$ cat config.mk
export PLATFORM = sky130hd
export DESIGN_NAME = uart_loopback
export DESIGN_NICKNAME = d
export VERILOG_FILES = /design/src/uart_pkg.sv /design/src/uart_tx.sv /design/src/uart_rx.sv /design/src/uart_loopback.sv
export SDC_FILE = /design/constraint.sdc
export NUM_CORES = 1
export LEC_CHECK = 0
export ABC_AREA = 1
export BUFFER_PORTS_ARGS = -buffer_cell sky130_fd_sc_hd__buf_2
export CORE_MARGIN = 2
export CORE_UTILIZATION = 40
export DETAILED_ROUTE_END_ITERATION = 10
export SLEW_MARGIN = 20
export SYNTH_ARGS = -nofsm -noshare
export SYNTH_HDL_FRONTEND = slang
export SYNTH_SLANG_ARGS = --single-unit
$ cat constraint.sdc
create_clock -name clk -period 1.6 [get_ports clk]
set_input_delay 0.08 -clock clk [delete_from_list [all_inputs] [get_ports clk]]
set_output_delay 0.08 -clock clk [all_outputs]
set_load 0.02 [all_outputs]
$ cat src/uart_pkg.sv
package uart_pkg;

	// character format
	localparam int DATA_BITS      = 8;	// data bits per frame, sent lsb first
	localparam int FRAME_OVERHEAD = 2;	// one start bit plus one stop bit
	localparam int SYNC_STAGES    = 3;	// flops between the async line and the rx fsm

	// line levels
	localparam logic IDLE_LEVEL  = 1'b1;	// idle and stop bit level
	localparam logic START_LEVEL = 1'b0;	// start bit level

	// one data character
	typedef logic [DATA_BITS-1:0] uart_data_t;

	// index of the data bit in flight
	typedef logic [$clog2(DATA_BITS)-1:0] uart_bit_idx_t;

	// transmitter fsm
	typedef enum logic [2:0] {
		TX_IDLE,	// line high, waiting for a request
		TX_START,	// driving the start bit
		TX_DATA,	// driving data bits
		TX_PARITY,	// driving the parity bit
		TX_STOP	// driving the stop bit
	} uart_tx_state_t;

	// receiver fsm
	typedef enum logic [2:0] {
		RX_IDLE,	// waiting for a falling edge
		RX_START,	// half bit check of the start bit
		RX_DATA,	// sampling data bits
		RX_PARITY,	// sampling the parity bit
		RX_STOP	// sampling the stop bit
	} uart_rx_state_t;

	// what the receiver reports per frame
	typedef struct packed {
		uart_data_t data;	// received character
		logic       parity_error;	// parity bit disagreed with the data
		logic       frame_error;	// stop bit sampled low
	} uart_rx_result_t;

endpackage

$ cat src/uart_tx.sv
`timescale 1ns/1ps

module uart_tx #(
	parameter int PARITY_ENABLED = 1,	// 1 sends a parity bit after the data
	parameter int PARITY_ODD     = 0,	// 0 even parity, 1 odd parity
	parameter int CLOCKS_PER_BIT = 8	// clk cycles per bit, even and at least 4
) (
	input  logic                 clk,
	input  logic                 reset,
	input  logic                 i_enable,	// one cycle request
	input  uart_pkg::uart_data_t i_data,	// captured in the accepting cycle
	output logic                 o_serial_out,	// serial line, idles high
	output logic                 o_busy	// high for the whole frame
);

	// frame length in bits
	localparam int FRAME_BITS = uart_pkg::DATA_BITS + PARITY_ENABLED + uart_pkg::FRAME_OVERHEAD;
	localparam int CNT_W      = $clog2(CLOCKS_PER_BIT);	// bit time counter width

	localparam logic [CNT_W-1:0] LAST_CNT = CNT_W'(CLOCKS_PER_BIT - 1);	// last cycle of a bit
	localparam uart_pkg::uart_bit_idx_t LAST_BIT =
		uart_pkg::uart_bit_idx_t'(uart_pkg::DATA_BITS - 1);	// last data bit index

	uart_pkg::uart_tx_state_t state;	// current bit type
	uart_pkg::uart_tx_state_t state_next;
	logic [CNT_W-1:0]         baud_cnt;	// cycles spent in the current bit
	uart_pkg::uart_bit_idx_t  bit_idx;	// data bit in flight
	logic [FRAME_BITS-1:0]    shift_reg;	// frame shifted out lsb first
	logic [FRAME_BITS-1:0]    frame_word;	// frame built from the request
	logic                     parity_bit;
	logic                     accept;	// request taken this cycle
	logic                     bit_done;	// last cycle of the current bit

	// even parity is the xor of the data, odd parity its inverse
	assign parity_bit = (^i_data) ^ (PARITY_ODD != 0);

	assign accept   = i_enable && (state == uart_pkg::TX_IDLE);	// enables while busy are dropped
	assign bit_done = (baud_cnt == LAST_CNT);

	// stop, [parity], data, start from msb down to lsb
	always_comb begin
		frame_word = '1;
		frame_word[0] = uart_pkg::START_LEVEL;	// start bit goes out first
		frame_word[uart_pkg::DATA_BITS:1] = i_data;	// data lsb right after start
		if (PARITY_ENABLED != 0) begin
			frame_word[uart_pkg::DATA_BITS+1] = parity_bit;	// parity just before stop
		end
		frame_word[FRAME_BITS-1] = uart_pkg::IDLE_LEVEL;	// stop bit
	end

	// one step per bit, parity state only when enabled
	always_comb begin
		state_next = state;
		case (state)
			uart_pkg::TX_IDLE: begin
				if (accept) begin
					state_next = uart_pkg::TX_START;
				end
			end
			uart_pkg::TX_START: begin
				if (bit_done) begin
					state_next = uart_pkg::TX_DATA;
				end
			end
			uart_pkg::TX_DATA: begin
				if (bit_done && (bit_idx == LAST_BIT)) begin
					state_next = (PARITY_ENABLED != 0) ? uart_pkg::TX_PARITY : uart_pkg::TX_STOP;
				end
			end
			uart_pkg::TX_PARITY: begin
				if (bit_done) begin
					state_next = uart_pkg::TX_STOP;
				end
			end
			uart_pkg::TX_STOP: begin
				if (bit_done) begin
					state_next = uart_pkg::TX_IDLE;	// back to back frames possible next cycle
				end
			end
			default: begin
				state_next = uart_pkg::TX_IDLE;
			end
		endcase
	end

	always_ff @(posedge clk) begin
		if (reset) begin
			state     <= uart_pkg::TX_IDLE;
			baud_cnt  <= '0;
			bit_idx   <= '0;
			shift_reg <= '1;	// line high out of reset
		end else begin
			state <= state_next;
			if (accept) begin
				shift_reg <= frame_word;	// start bit on the line next cycle
				baud_cnt  <= '0;	// bit time restarts with every frame
				bit_idx   <= '0;
			end else if (state != uart_pkg::TX_IDLE) begin
				if (bit_done) begin
					baud_cnt  <= '0;
					shift_reg <= {uart_pkg::IDLE_LEVEL, shift_reg[FRAME_BITS-1:1]};	// refill with idle
					if (state == uart_pkg::TX_DATA) begin
						bit_idx <= bit_idx + 1'b1;	// wraps to zero after the last bit
					end
				end else begin
					baud_cnt <= baud_cnt + 1'b1;
				end
			end
		end
	end

	// line comes straight from a flop so it never glitches
	assign o_serial_out = shift_reg[0];

	// busy spans start through stop, FRAME_BITS * CLOCKS_PER_BIT cycles
	assign o_busy = (state != uart_pkg::TX_IDLE);

endmodule

$ cat src/uart_rx.sv
`timescale 1ns/1ps

module uart_rx #(
	parameter int PARITY_ENABLED = 1,	// 1 expects a parity bit after the data
	parameter int PARITY_ODD     = 0,	// 0 even parity, 1 odd parity
	parameter int CLOCKS_PER_BIT = 8	// clk cycles per bit, even and at least 4
) (
	input  logic                      clk,
	input  logic                      reset,
	input  logic                      i_serial_in,	// asynchronous serial line
	output logic                      o_valid,	// one cycle pulse at the stop sample
	output uart_pkg::uart_rx_result_t o_result	// held until the next valid
);

	localparam int CNT_W = $clog2(CLOCKS_PER_BIT);	// bit time counter width

	localparam logic [CNT_W-1:0] LAST_CNT  = CNT_W'(CLOCKS_PER_BIT - 1);	// one bit after last sample
	localparam logic [CNT_W-1:0] MID_START = CNT_W'(CLOCKS_PER_BIT / 2 - 1);	// start bit middle
	localparam uart_pkg::uart_bit_idx_t LAST_BIT =
		uart_pkg::uart_bit_idx_t'(uart_pkg::DATA_BITS - 1);	// last data bit index

	logic [uart_pkg::SYNC_STAGES-1:0] sync_ff;	// metastability chain
	logic                             line;	// synchronized line
	logic                             line_prev;	// line one cycle earlier
	logic                             line_fall;	// idle to start transition

	uart_pkg::uart_rx_state_t state;	// current bit type
	uart_pkg::uart_rx_state_t state_next;
	logic [CNT_W-1:0]         baud_cnt;	// cycles since the last sample
	uart_pkg::uart_bit_idx_t  bit_idx;	// data bit being sampled
	uart_pkg::uart_data_t     data_sr;	// data shifted in lsb first
	logic                     parity_acc;	// running parity of data bits
	logic                     parity_err;	// parity check of this frame
	logic                     sample;	// sample point of the current bit

	// line enters at the lsb and leaves at the msb
	always_ff @(posedge clk) begin
		if (reset) begin
			sync_ff   <= '1;	// assume an idle line
			line_prev <= uart_pkg::IDLE_LEVEL;
		end else begin
			sync_ff   <= {sync_ff[uart_pkg::SYNC_STAGES-2:0], i_serial_in};
			line_prev <= line;
		end
	end

	assign line      = sync_ff[uart_pkg::SYNC_STAGES-1];
	assign line_fall = (line_prev == uart_pkg::IDLE_LEVEL) && (line == uart_pkg::START_LEVEL);

	// half a bit for the start check, a full bit between later samples
	assign sample = (state == uart_pkg::RX_START) ? (baud_cnt == MID_START) : (baud_cnt == LAST_CNT);

	always_comb begin
		state_next = state;
		case (state)
			uart_pkg::RX_IDLE: begin
				if (line_fall) begin
					state_next = uart_pkg::RX_START;
				end
			end
			uart_pkg::RX_START: begin
				if (sample) begin
					// still low at mid start means a real frame, else a glitch
					state_next = (line == uart_pkg::START_LEVEL) ? uart_pkg::RX_DATA : uart_pkg::RX_IDLE;
				end
			end
			uart_pkg::RX_DATA: begin
				if (sample && (bit_idx == LAST_BIT)) begin
					state_next = (PARITY_ENABLED != 0) ? uart_pkg::RX_PARITY : uart_pkg::RX_STOP;
				end
			end
			uart_pkg::RX_PARITY: begin
				if (sample) begin
					state_next = uart_pkg::RX_STOP;
				end
			end
			uart_pkg::RX_STOP: begin
				if (sample) begin
					state_next = uart_pkg::RX_IDLE;	// rearm in the middle of the stop bit
				end
			end
			default: begin
				state_next = uart_pkg::RX_IDLE;
			end
		endcase
	end

	// control and result registers
	always_ff @(posedge clk) begin
		if (reset) begin
			state      <= uart_pkg::RX_IDLE;
			baud_cnt   <= '0;
			bit_idx    <= '0;
			parity_acc <= 1'b0;
			parity_err <= 1'b0;
			o_valid    <= 1'b0;
			o_result   <= '0;
		end else begin
			state   <= state_next;
			o_valid <= 1'b0;	// single cycle pulse
			if (state == uart_pkg::RX_IDLE) begin
				// the edge cycle already counts as the first low cycle
				baud_cnt   <= CNT_W'(1);
				bit_idx    <= '0;
				parity_acc <= (PARITY_ODD != 0);	// odd parity seeds a one
				parity_err <= 1'b0;	// stays clear with parity off
			end else if (sample) begin
				baud_cnt <= '0;
				case (state)
					uart_pkg::RX_DATA: begin
						parity_acc <= parity_acc ^ line;
						bit_idx    <= bit_idx + 1'b1;
					end
					uart_pkg::RX_PARITY: begin
						parity_err <= parity_acc ^ line;	// nonzero means a mismatch
					end
					uart_pkg::RX_STOP: begin
						o_valid                <= 1'b1;	// reported for good and bad stop bits
						o_result.data          <= data_sr;
						o_result.parity_error  <= parity_err;
						o_result.frame_error   <= (line != uart_pkg::IDLE_LEVEL);
					end
					default: begin
						parity_err <= parity_err;	// start check needs no update
					end
				endcase
			end else begin
				baud_cnt <= baud_cnt + 1'b1;
			end
		end
	end

	// data shifter
	always_ff @(posedge clk) begin
		if ((state == uart_pkg::RX_DATA) && sample) begin
			data_sr <= {line, data_sr[uart_pkg::DATA_BITS-1:1]};	// lsb arrives first
		end
	end

endmodule

$ cat src/uart_loopback.sv
`timescale 1ns/1ps

module uart_loopback #(
	parameter int PARITY_ENABLED = 1,	// 1 adds a parity bit to every frame
	parameter int PARITY_ODD     = 0,	// 0 even parity, 1 odd parity
	parameter int CLOCKS_PER_BIT = 8	// clk cycles per bit, even and at least 4
) (
	input  logic                      clk,
	input  logic                      reset,
	input  logic                      i_tx_enable,	// one cycle send request
	input  uart_pkg::uart_data_t      i_tx_data,	// character to send
	input  logic                      i_loopback,	// 1 rx hears tx, 0 rx hears i_serial_in
	input  logic                      i_serial_in,	// external line
	output logic                      o_serial_out,	// tx line
	output logic                      o_busy,	// tx frame in progress
	output logic                      o_rx_valid,	// one cycle result strobe
	output uart_pkg::uart_rx_result_t o_rx_result	// last received frame
);

	logic rx_line;	// line the receiver listens to

	uart_tx #(
		.PARITY_ENABLED(PARITY_ENABLED),
		.PARITY_ODD    (PARITY_ODD),
		.CLOCKS_PER_BIT(CLOCKS_PER_BIT)
	) uart_tx_i (
		.clk         (clk),
		.reset       (reset),
		.i_enable    (i_tx_enable),
		.i_data      (i_tx_data),
		.o_serial_out(o_serial_out),
		.o_busy      (o_busy)
	);

	// plain mux with no register so the receiver sees tx without extra delay
	assign rx_line = i_loopback ? o_serial_out : i_serial_in;

	uart_rx #(
		.PARITY_ENABLED(PARITY_ENABLED),
		.PARITY_ODD    (PARITY_ODD),
		.CLOCKS_PER_BIT(CLOCKS_PER_BIT)
	) uart_rx_i (
		.clk        (clk),
		.reset      (reset),
		.i_serial_in(rx_line),	// synchronized inside the receiver
		.o_valid    (o_rx_valid),
		.o_result   (o_rx_result)
	);

endmodule

==> results.py, run 1 <==
metrics = {
    "status": {
        "outcome": "completed",
    },
    "sta": {
        "rsz0062_at_grt": "no",
        "setup_tns_ps": 0,
        "final.setup.worst_slack_ps": 129,
        "drv_slew": 0,
        "period_needed_ps": 1470,
        "finalCritPeriodShare_pct": 91.9,
        "tightestPinTransition_ps": 367,
        "setup_violations": 0,
        "max-slew-margin-rel_pct": 75.3,
        "fin_skew_ps": 7.11,
        "timing.hold.ws_ps": 40.1,
        "finalHoldViolations": 0,
        "max_freq_mhz": 680,
    },
    "synthesis": {
        "syn-num-nets": 295,
        "ys_seq_area_share_pct": 48.7,
        "synth_cells": 275,
        "yosys_warnings": 0,
        "syn_area_mm2": 0.00234,
        "synth_top_area_share_pct": 38.5,
        "ys_seq_elements": 53,
        "synth.avg_cell_area_um2": 8.52,
        "synth_top_area_cell": "dfxtp_1",
        "synth.area.top_cells": "dfxtp_1, edfxtp_1, nand2_1",
        "ys_types": 33,
    },
    "global_route": {
        "grt_pass1_vias": 1802,
        "grt_pass1_wl_um": 7840,
        "antenna_found_initial": 0,
        "grt_usage_pct": 15.2,
        "grt.overflow.total": 0,
        "grt_max_degree": 18,
    },
    "cts": {
        "tritoncts": "yes",
        "postCtsSetupRepairBufs": 0,
        "clk_pin_slew_ps": 100,
        "clock_path_buffers": 2,
        "htreeDepth": 2,
        "cts_buffers": 5,
        "clock_latency_ps": 310,
        "clock-sinks": 53,
        "cts_root_buffer": "clkbuf_8",
    },
    "placement": {
        "dp_hpwl_um": 3000,
        "dpl_worst_slack_ps": 45.8,
        "post_dp_cell_area_mm2": 0.00255,
        "numPortBuffers": 25,
        "place_congestion": 0.787,
    },
    "layout": {
        "multi_input_area_mm2": 0.00107,
        "final_nets": 327,
        "register_area_mm2": 0.00114,
        "final_util_pct": 48.5,
        "num-fill-cells": 560,
        "final_layout_size_suffix_gt1_share_pct": 22.1,
        "n_antenna_cell": 0,
        "fin_area_mm2": 0.00271,
        "area_delta_synth_final_pct": 15.5,
    },
    "routing": {
        "postRouteAntennaNets": 0,
        "vias": 1845,
        "drt_iter0_markers": 129,
        "drcViolationCount": 0,
        "drt_pass1_iterations": 5,
        "drt-total-wl_um": 4170,
        "avgRoutedWirePerCell_um": 11.0,
        "vias_per_cell": 4.86,
    },
    "floorplan": {
        "start_util_pct": 42.0,
        "io_pins": 26,
        "rows": 27,
        "die_area_mm2": 0.00648,
        "core-area_mm2": 0.00557,
        "die_h_um": 80.5,
        "die_w_um": 80.5,
    },
    "setup_path": {
        "arrival_ps": 1660,
        "cpMostUsedCell": "ha_1",
        "path_class": "flip-flop to flip-flop",
        "cpMaxStageDelayCell": "dfxtp_1",
        "worstPathCellList": "ha_1, ha_1, inv_2, nor2_2, nor2_4, a21oi_1, o21ai_1, nand3_1",
        "worstPathRequired_ps": 1790,
        "critPathTopFamily": "adder cells",
        "cp-end-kind": "flip-flop",
        "crit_path_max_incr_delay_ps": 340,
        "cp_num_buf_inv": 1,
        "cp-start-kind": "flip-flop",
        "critPathMaxFanout": 5,
    },
    "min_path": {
        "hold_class": "input pin to flip-flop",
    },
    "power_and_ir_drop": {
        "ir_drop_mv": 0.769,
        "power.leakage_uw": 0.00120,
        "p_per_area_mw_per_mm2": 1270,
    },
    "job": {
        "cap_violations": 0,
    },
}
cell families (layout without fill, tap and decap cells):
group,Yosys count,count (layout),synth area share (%)
flops,53,53,48.7
buf+inv,34,66,6.09
simple gates,122,123,26.0
xor+xnor,8,8,2.99
fa+ha+maj,7,7,3.74
compound gates,51,51,12.4
per-stage QoR:
stage | total power (uW) | instances
6_report | 3440 | 380
5_1_grt | 3670 | 380
4_1_cts | 3460 | 379
3_5_place_dp | 2370 | 370
3_3_place_gp | 2370 | 370
2_1_floorplan | 2210 | 275
layout make-up:
class	count	area share (%)
repair buffers	29	5.83
clock inverters	3	2.54
clock buffers	5	2.54
well taps	72	3.33
flip-flops and latches	53	42.2
multi-input cells	189	39.5
inverters	29	4.12
path summary, 6_finish.rpt:
check	from	to	slack, ps	depth (start not counted)
max reg2reg	uart_tx_i.baud_cnt[0]$_SDFFE_PP0P_	uart_tx_i.shift_reg[1]$_SDFFE_PP1P_	130	8
max	uart_tx_i.baud_cnt[0]$_SDFFE_PP0P_	uart_tx_i.shift_reg[1]$_SDFFE_PP1P_	130	8
min reg2reg	uart_rx_i.sync_ff[1]$_SDFF_PP1_	uart_rx_i.sync_ff[2]$_SDFF_PP1_	410	1
min	i_tx_data[0]	uart_tx_i.shift_reg[1]$_SDFFE_PP1P_	40	3
power by group:
part / total [uW] / internal, uW / switching, uW
clock network: 1090 / 630 / 461
logic: 795 / 293 / 502
registers: 1550 / 1480 / 75.3
total: 3440 / 2400 / 1040
Yosys cell counts:
| cell type | number |
|---|---|
| edfxtp_1 | 8 |
| o211ai_1 | 9 |
| o21ai_1 | 14 |
| inv_2 | 9 |
| xor2_1 | 3 |
| o21ai_4 | 1 |
| nor2_2 | 2 |
| or2_0 | 1 |
| nor2_4 | 3 |
| nand2_1 | 46 |
| nor2_1 | 33 |
| nand2_2 | 1 |
| nand2_4 | 1 |
| buf_6 | 2 |
| nand3_4 | 1 |
| clkbuf_1 | 3 |
| nand3_1 | 12 |
| or2_2 | 7 |
| a211oi_1 | 1 |
| nor3_1 | 3 |
| dfxtp_1 | 45 |
| xnor2_1 | 5 |
| o21ai_0 | 7 |
| nand3b_1 | 1 |
| ha_1 | 7 |
| nand4_2 | 2 |
| a21oi_1 | 19 |
| nand2b_1 | 1 |
| or2_1 | 1 |
| nor2_8 | 1 |
| nand4_1 | 5 |
| nand3_2 | 1 |
| inv_1 | 20 |
layout by cell type, fill, tap and decap left out, types with 9 or more instances in the layout:
master    synthesis  layout
nand3_1          12      12
inv_2             9       9
o21ai_1          14      14
nand2_1          46      46
buf_2             0      25
inv_1            20      19
nor2_1           33      32
a21oi_1          19      19
o211ai_1          9       9
dfxtp_1          45      45
worst reg2reg max path, delay by kind of cell, from the launching register on:
family                     cells  cell delay [ps]
adders and majority gates      2              430
and+or+nand+nor                3              320
DFF                            1              340
AOI/OAI and AO/OA              2              140
buffers and inverters          1              120
routing by layer:
metal | part of all wire (%) | GRT usage [%]
met3 | 4.2 | 3.03
met2 | 45 | 24.8
met4 | 1.5 | 5.59
met1 | 49 | 19.7
met5 | 0 | 0
timing repair:
item / CTS / global route
resized for setup: 0 / 3
setup endpoints to repair: 0 / 4
endpoints found under the hold margin: 1 / 0
hold buffers: 1 / 0
(Power assumes the default switching activity.)
==> inputs of run 2 (changes only) <==
Settings changed: RECOVER_POWER set to 100.
==> results.py, run 2 (same netlist as run 1, synthesis figures left out) <==
metrics = {
    "sta": {
        "drv_slew": 0,
        "max_freq_mhz": 682,
        "finalCritPeriodShare_pct": 91.6,
        "setup_tns_ps": 0,
        "setup_violations": 0,
        "period_needed_ps": 1470,
        "rsz0062_at_grt": "no",
        "fin_skew_ps": 7.91,
        "tightestPinTransition_ps": 367,
        "max-slew-margin-rel_pct": 75.3,
        "finalHoldViolations": 0,
    },
    "status": {
        "outcome": "completed",
    },
    "setup_path": {
        "worstPathCellList": "ha_1, ha_1, inv_2, nor2_2, nor2_4, a21oi_1, o21ai_1, nand3_1",
        "path_class": "flip-flop to flip-flop",
        "cpMostUsedCell": "ha_1",
        "cp-start-kind": "flip-flop",
        "worstPathRequired_ps": 1790,
        "cpMaxStageDelayCell": "dfxtp_1",
        "critPathTopFamily": "adder cells",
        "cp_num_buf_inv": 1,
        "arrival_ps": 1650,
        "critPathMaxFanout": 5,
        "cp-end-kind": "flip-flop",
        "crit_path_max_incr_delay_ps": 340,
    },
    "floorplan": {
        "core-area_mm2": 0.00557,
        "rows": 27,
        "die_w_um": 80.5,
        "io_pins": 26,
        "start_util_pct": 42.0,
        "die_area_mm2": 0.00648,
        "die_h_um": 80.5,
    },
    "power_and_ir_drop": {
        "power.leakage_uw": 0.00114,
        "p_per_area_mw_per_mm2": 1280,
        "ir_drop_mv": 0.755,
    },
    "placement": {
        "numPortBuffers": 25,
        "dp_hpwl_um": 3000,
        "place_congestion": 0.787,
    },
    "global_route": {
        "grt_usage_pct": 15.2,
        "antenna_found_initial": 0,
        "grt_max_degree": 18,
        "grt_pass1_vias": 1802,
        "grt.overflow.total": 0,
        "grt_pass1_wl_um": 7840,
    },
    "routing": {
        "drcViolationCount": 0,
        "postRouteAntennaNets": 0,
        "drt_pass1_iterations": 4,
        "avgRoutedWirePerCell_um": 11.0,
        "vias": 1842,
        "drt_iter0_markers": 130,
        "vias_per_cell": 4.85,
        "drt-total-wl_um": 4200,
    },
    "cts": {
        "cts_root_buffer": "clkbuf_8",
        "clock_path_buffers": 2,
        "tritoncts": "yes",
        "clk_pin_slew_ps": 100,
        "clock-sinks": 53,
        "clock_latency_ps": 310,
        "postCtsSetupRepairBufs": 0,
        "cts_buffers": 5,
        "htreeDepth": 2,
    },
    "job": {
        "cap_violations": 0,
    },
    "layout": {
        "final_util_pct": 48.2,
        "mostFrequentLayoutCells": "nand2_1, dfxtp_1, nor2_1, inv_1, a21oi_1",
        "final_nets": 327,
        "final_layout_size_suffix_gt1_share_pct": 16.9,
        "n_antenna_cell": 0,
        "register_area_mm2": 0.00114,
        "area_delta_synth_final_pct": 14.7,
        "multi_input_area_mm2": 0.00107,
        "final_common_cell": "nand2_1",
        "num-fill-cells": 567,
    },
    "min_path": {
        "hold_class": "input pin to flip-flop",
    },
}
-- run 2: changes by cell type in the layout (fill, tap and decap cells not counted) --
| cell | change |
|---|---|
| buf_2 | -14 |
| clkbuf_1 | +14 |
| inv_2 | -2 |
| clkinv_1 | +1 |
| inv_1 | +1 |
| o21ai_0 | +1 |
| o21ai_1 | -1 |
-- run 2: stage by stage --
step	area (um2)	hold WS [ps]	cells	total power (uW)	worst slack (ps)
floorplan	2340	180	275	2210	206
global placement	2550	318	370	2370	110
detailed placement	2550	319	370	2370	45.8
CTS	2690	28.5	379	3460	29.9
global route	2690	30.1	380	3660	11.9
finish	2690	33.8	380	3430	135
-- run 2: worst reg2reg max path, delay by kind of cell (launching register included) --
| family | cells | cell delay [ps] |
|---|---|---|
| and+or+nand+nor | 3 | 320 |
| DFF | 1 | 340 |
| adders and majority gates | 2 | 430 |
| buffers and inverters | 1 | 120 |
| AOI/OAI and AO/OA | 2 | 140 |
-- run 2: final cells by class --
class	instances	area share, %
clock buffer	5	2.56
clock inverter	3	2.56
inverter	29	4.14
multi-input combinational	189	39.7
sequential	53	42.5
tap	72	3.35
timing repair buffer	29	5.21
-- run 2: metal layers --
metal  vias up  GRT usage, %  share of wire [%]
met4         0          5.59                1.5
met1       830          19.7                 50
met5         -             0                  0
li1        975             -                  -
met3         7          3.03                3.8
met2        30          24.8                 45
-- run 2: power by group --
group / total, uW / internal (uW) / switching (uW)
logic: 788 / 286 / 502
clock network: 1090 / 630 / 463
registers: 1550 / 1480 / 75.2
total: 3430 / 2390 / 1040
-- run 2: final timing paths --
path / slack, ps / end / cells after the start / from
setup / recovery: 130 / uart_tx_i.shift_reg[1]$_SDFFE_PP1P_ / 8 / uart_tx_i.baud_cnt[0]$_SDFFE_PP0P_
hold / removal: 30 / uart_tx_i.shift_reg[1]$_SDFFE_PP1P_ / 3 / i_tx_data[0]
hold reg to reg: 410 / uart_rx_i.sync_ff[2]$_SDFF_PP1_ / 1 / uart_rx_i.sync_ff[1]$_SDFF_PP1_
setup reg to reg: 130 / uart_tx_i.shift_reg[1]$_SDFFE_PP1P_ / 8 / uart_tx_i.baud_cnt[0]$_SDFFE_PP0P_
-- run 2: timing repair --
item | in CTS | in global routing
hold buffers | 1 | 0
setup endpoints to repair | 0 | 4
hold endpoints to repair | 1 | 0
gates resized for setup | 0 | 3
==> inputs of run 3 (changes only) <==
Settings changed: BUFFER_PORTS_ARGS -buffer_cell sky130_fd_sc_hd__buf_2 to -buffer_cell sky130_fd_sc_hd__buf_4.
==> results.py, run 3 (same netlist as run 1, synthesis figures left out) <==
metrics = {
    "status": {
        "outcome": "completed",
    },
    "sta": {
        "rsz0062_at_grt": "no",
        "fin_skew_ps": 7.87,
        "setup_violations": 0,
        "tightestPinTransition_ps": 510,
        "max-slew-margin-rel_pct": 66.0,
        "period_needed_ps": 1480,
        "setup_tns_ps": 0,
        "finalCritPeriodShare_pct": 92.7,
        "drv_slew": 0,
        "max_freq_mhz": 674,
        "finalHoldViolations": 0,
        "final.setup.worst_slack_ps": 116,
    },
    "setup_path": {
        "cp-start-kind": "flip-flop",
        "cp-end-kind": "flip-flop",
        "arrival_ps": 1720,
        "r2r_end": "uart_rx_i.o_result[1]$_SDFFE_PP0P_",
        "r2r_cells": 7,
        "rr_startpoint": "uart_rx_i.state[0]$_SDFFE_PP0P_",
        "worstPathRequired_ps": 1830,
        "r2r_setup_slack_ps": 120,
        "path_class": "flip-flop to flip-flop",
        "critPathMaxFanout": 10,
    },
    "cts": {
        "tritoncts": "yes",
        "clock_path_buffers": 2,
        "clk_pin_slew_ps": 90,
        "clock_latency_ps": 300,
        "clock-sinks": 53,
        "cts_buffers": 5,
        "cts_root_buffer": "clkbuf_8",
        "htreeDepth": 2,
    },
    "layout": {
        "stdcell_count": 379,
        "area_delta_synth_final_pct": 13.5,
        "mostFrequentLayoutCells": "nand2_1, dfxtp_1, nor2_1, inv_1, a21oi_1",
        "final_common_cell": "nand2_1",
        "n_antenna_cell": 0,
        "final_nets": 326,
        "final_util_pct": 47.7,
        "final_layout_size_suffix_gt1_share_pct": 15.6,
        "num-fill-cells": 556,
    },
    "routing": {
        "drt_iter0_markers": 78,
        "postRouteAntennaNets": 0,
        "vias": 1843,
        "drt_pass1_iterations": 4,
        "drcViolationCount": 0,
        "avgRoutedWirePerCell_um": 11.0,
        "vias_per_cell": 4.86,
        "drt-total-wl_um": 4160,
    },
    "global_route": {
        "grt_usage_pct": 14.4,
        "antenna_found_initial": 0,
        "grt.overflow.total": 0,
        "grt_pass1_vias": 1727,
        "grt_pass1_wl_um": 7380,
        "grt_max_degree": 18,
    },
    "floorplan": {
        "die_h_um": 80.5,
        "rows": 27,
        "io_pins": 26,
        "die_area_mm2": 0.00648,
        "core-area_mm2": 0.00557,
        "start_util_pct": 42.0,
        "die_w_um": 80.5,
    },
    "min_path": {
        "holdPathEnd": "uart_rx_i.sync_ff[0]$_SDFF_PP1_",
        "hold_class": "input pin to flip-flop",
        "holdPathStages": 3,
        "hp-start": "i_serial_in",
    },
    "power_and_ir_drop": {
        "total_power_uw": 3120,
        "ir_drop_mv": 0.547,
        "power.leakage_uw": 0.00112,
        "p_per_area_mw_per_mm2": 1170,
    },
    "placement": {
        "place_congestion": 0.768,
        "dp_cells": 369,
        "dp_hpwl_um": 3020,
        "numPortBuffers": 25,
        "dpl_worst_slack_ps": 60.5,
    },
    "job": {
        "cap_violations": 0,
    },
}
## run 3: cell types whose count changed in the layout (fill, tap and decap cells not counted), sizes merged
cell / before / now
clkinv: 1 / 3
bufinv: 2 / 0
nor2: 40 / 39
## run 3: cell type report
class	count	area, um2	share of cell area [%]
sequential	53	1140	42.9
multi-input combinational	188	1060	39.7
timing repair buffer	29	171	6.45
inverter	29	109	4.10
tap	72	90.1	3.39
clock buffer	5	68.8	2.59
clock inverter	3	21.3	0.800
## run 3: timing repair
action,in CTS,in global routing
hold buffers,1,0
setup endpoints to repair,0,4
buffers inserted,0,1
endpoints found under the hold margin,1,0
gates resized for setup,0,3
## run 3: worst max path at each step
stage / to / slack [ps] / startpoint / cells past startpoint
CTS: uart_tx_i.shift_reg[1]$_SDFFE_PP1P_ / 50 / uart_tx_i.baud_cnt[0]$_SDFFE_PP0P_ / 8
global placement: uart_tx_i.shift_reg[8]$_SDFFE_PP1P_ / 110 / uart_tx_i.baud_cnt[0]$_SDFFE_PP0P_ / 8
detailed placement: uart_tx_i.shift_reg[1]$_SDFFE_PP1P_ / 60 / uart_tx_i.baud_cnt[0]$_SDFFE_PP0P_ / 8
floorplan: uart_tx_i.shift_reg[1]$_SDFFE_PP1P_ / 210 / uart_tx_i.baud_cnt[0]$_SDFFE_PP0P_ / 8
finish: uart_rx_i.o_result[1]$_SDFFE_PP0P_ / 120 / uart_rx_i.state[0]$_SDFFE_PP0P_ / 7
global route: uart_rx_i.o_result[3]$_SDFFE_PP0P_ / 7 / uart_rx_i.state[0]$_SDFFE_PP0P_ / 7
## run 3: per-stage QoR
stage | hold WS (ps) | instance area, um2
2_1_floorplan | 180 | 2340
3_3_place_gp | 287 | 2600
3_5_place_dp | 279 | 2600
4_1_cts | 9.86 | 2700
5_1_grt | 19.9 | 2660
6_report | 23.5 | 2660
## run 3: routing by layer
metal / vias up / global-route usage, % / part of all wire [%]
li1: 972 / - / -
met3: 5 / 3.82 / 4.0
met2: 34 / 24.7 / 47
met1: 832 / 17.4 / 48
met5: - / 0 / 0
met4: 0 / 5.08 / 1.2
## run 3: worst max-delay path, cell delays in order, from the launching register on
cell	delay (ps)
dfxtp_1	460
nand3_1	160
nand2_2	140
nand3_4	110
nor2_4	140
buf_4	190
o21ai_1	70
a21oi_1	140
## run 3: where the power goes
part	leakage [uW]	internal, uW	switching (uW)
registers	0.000438	1480	87.5
logic	0.000638	305	499
clock network	0.0000462	312	439
total	0.00112	2090	1020
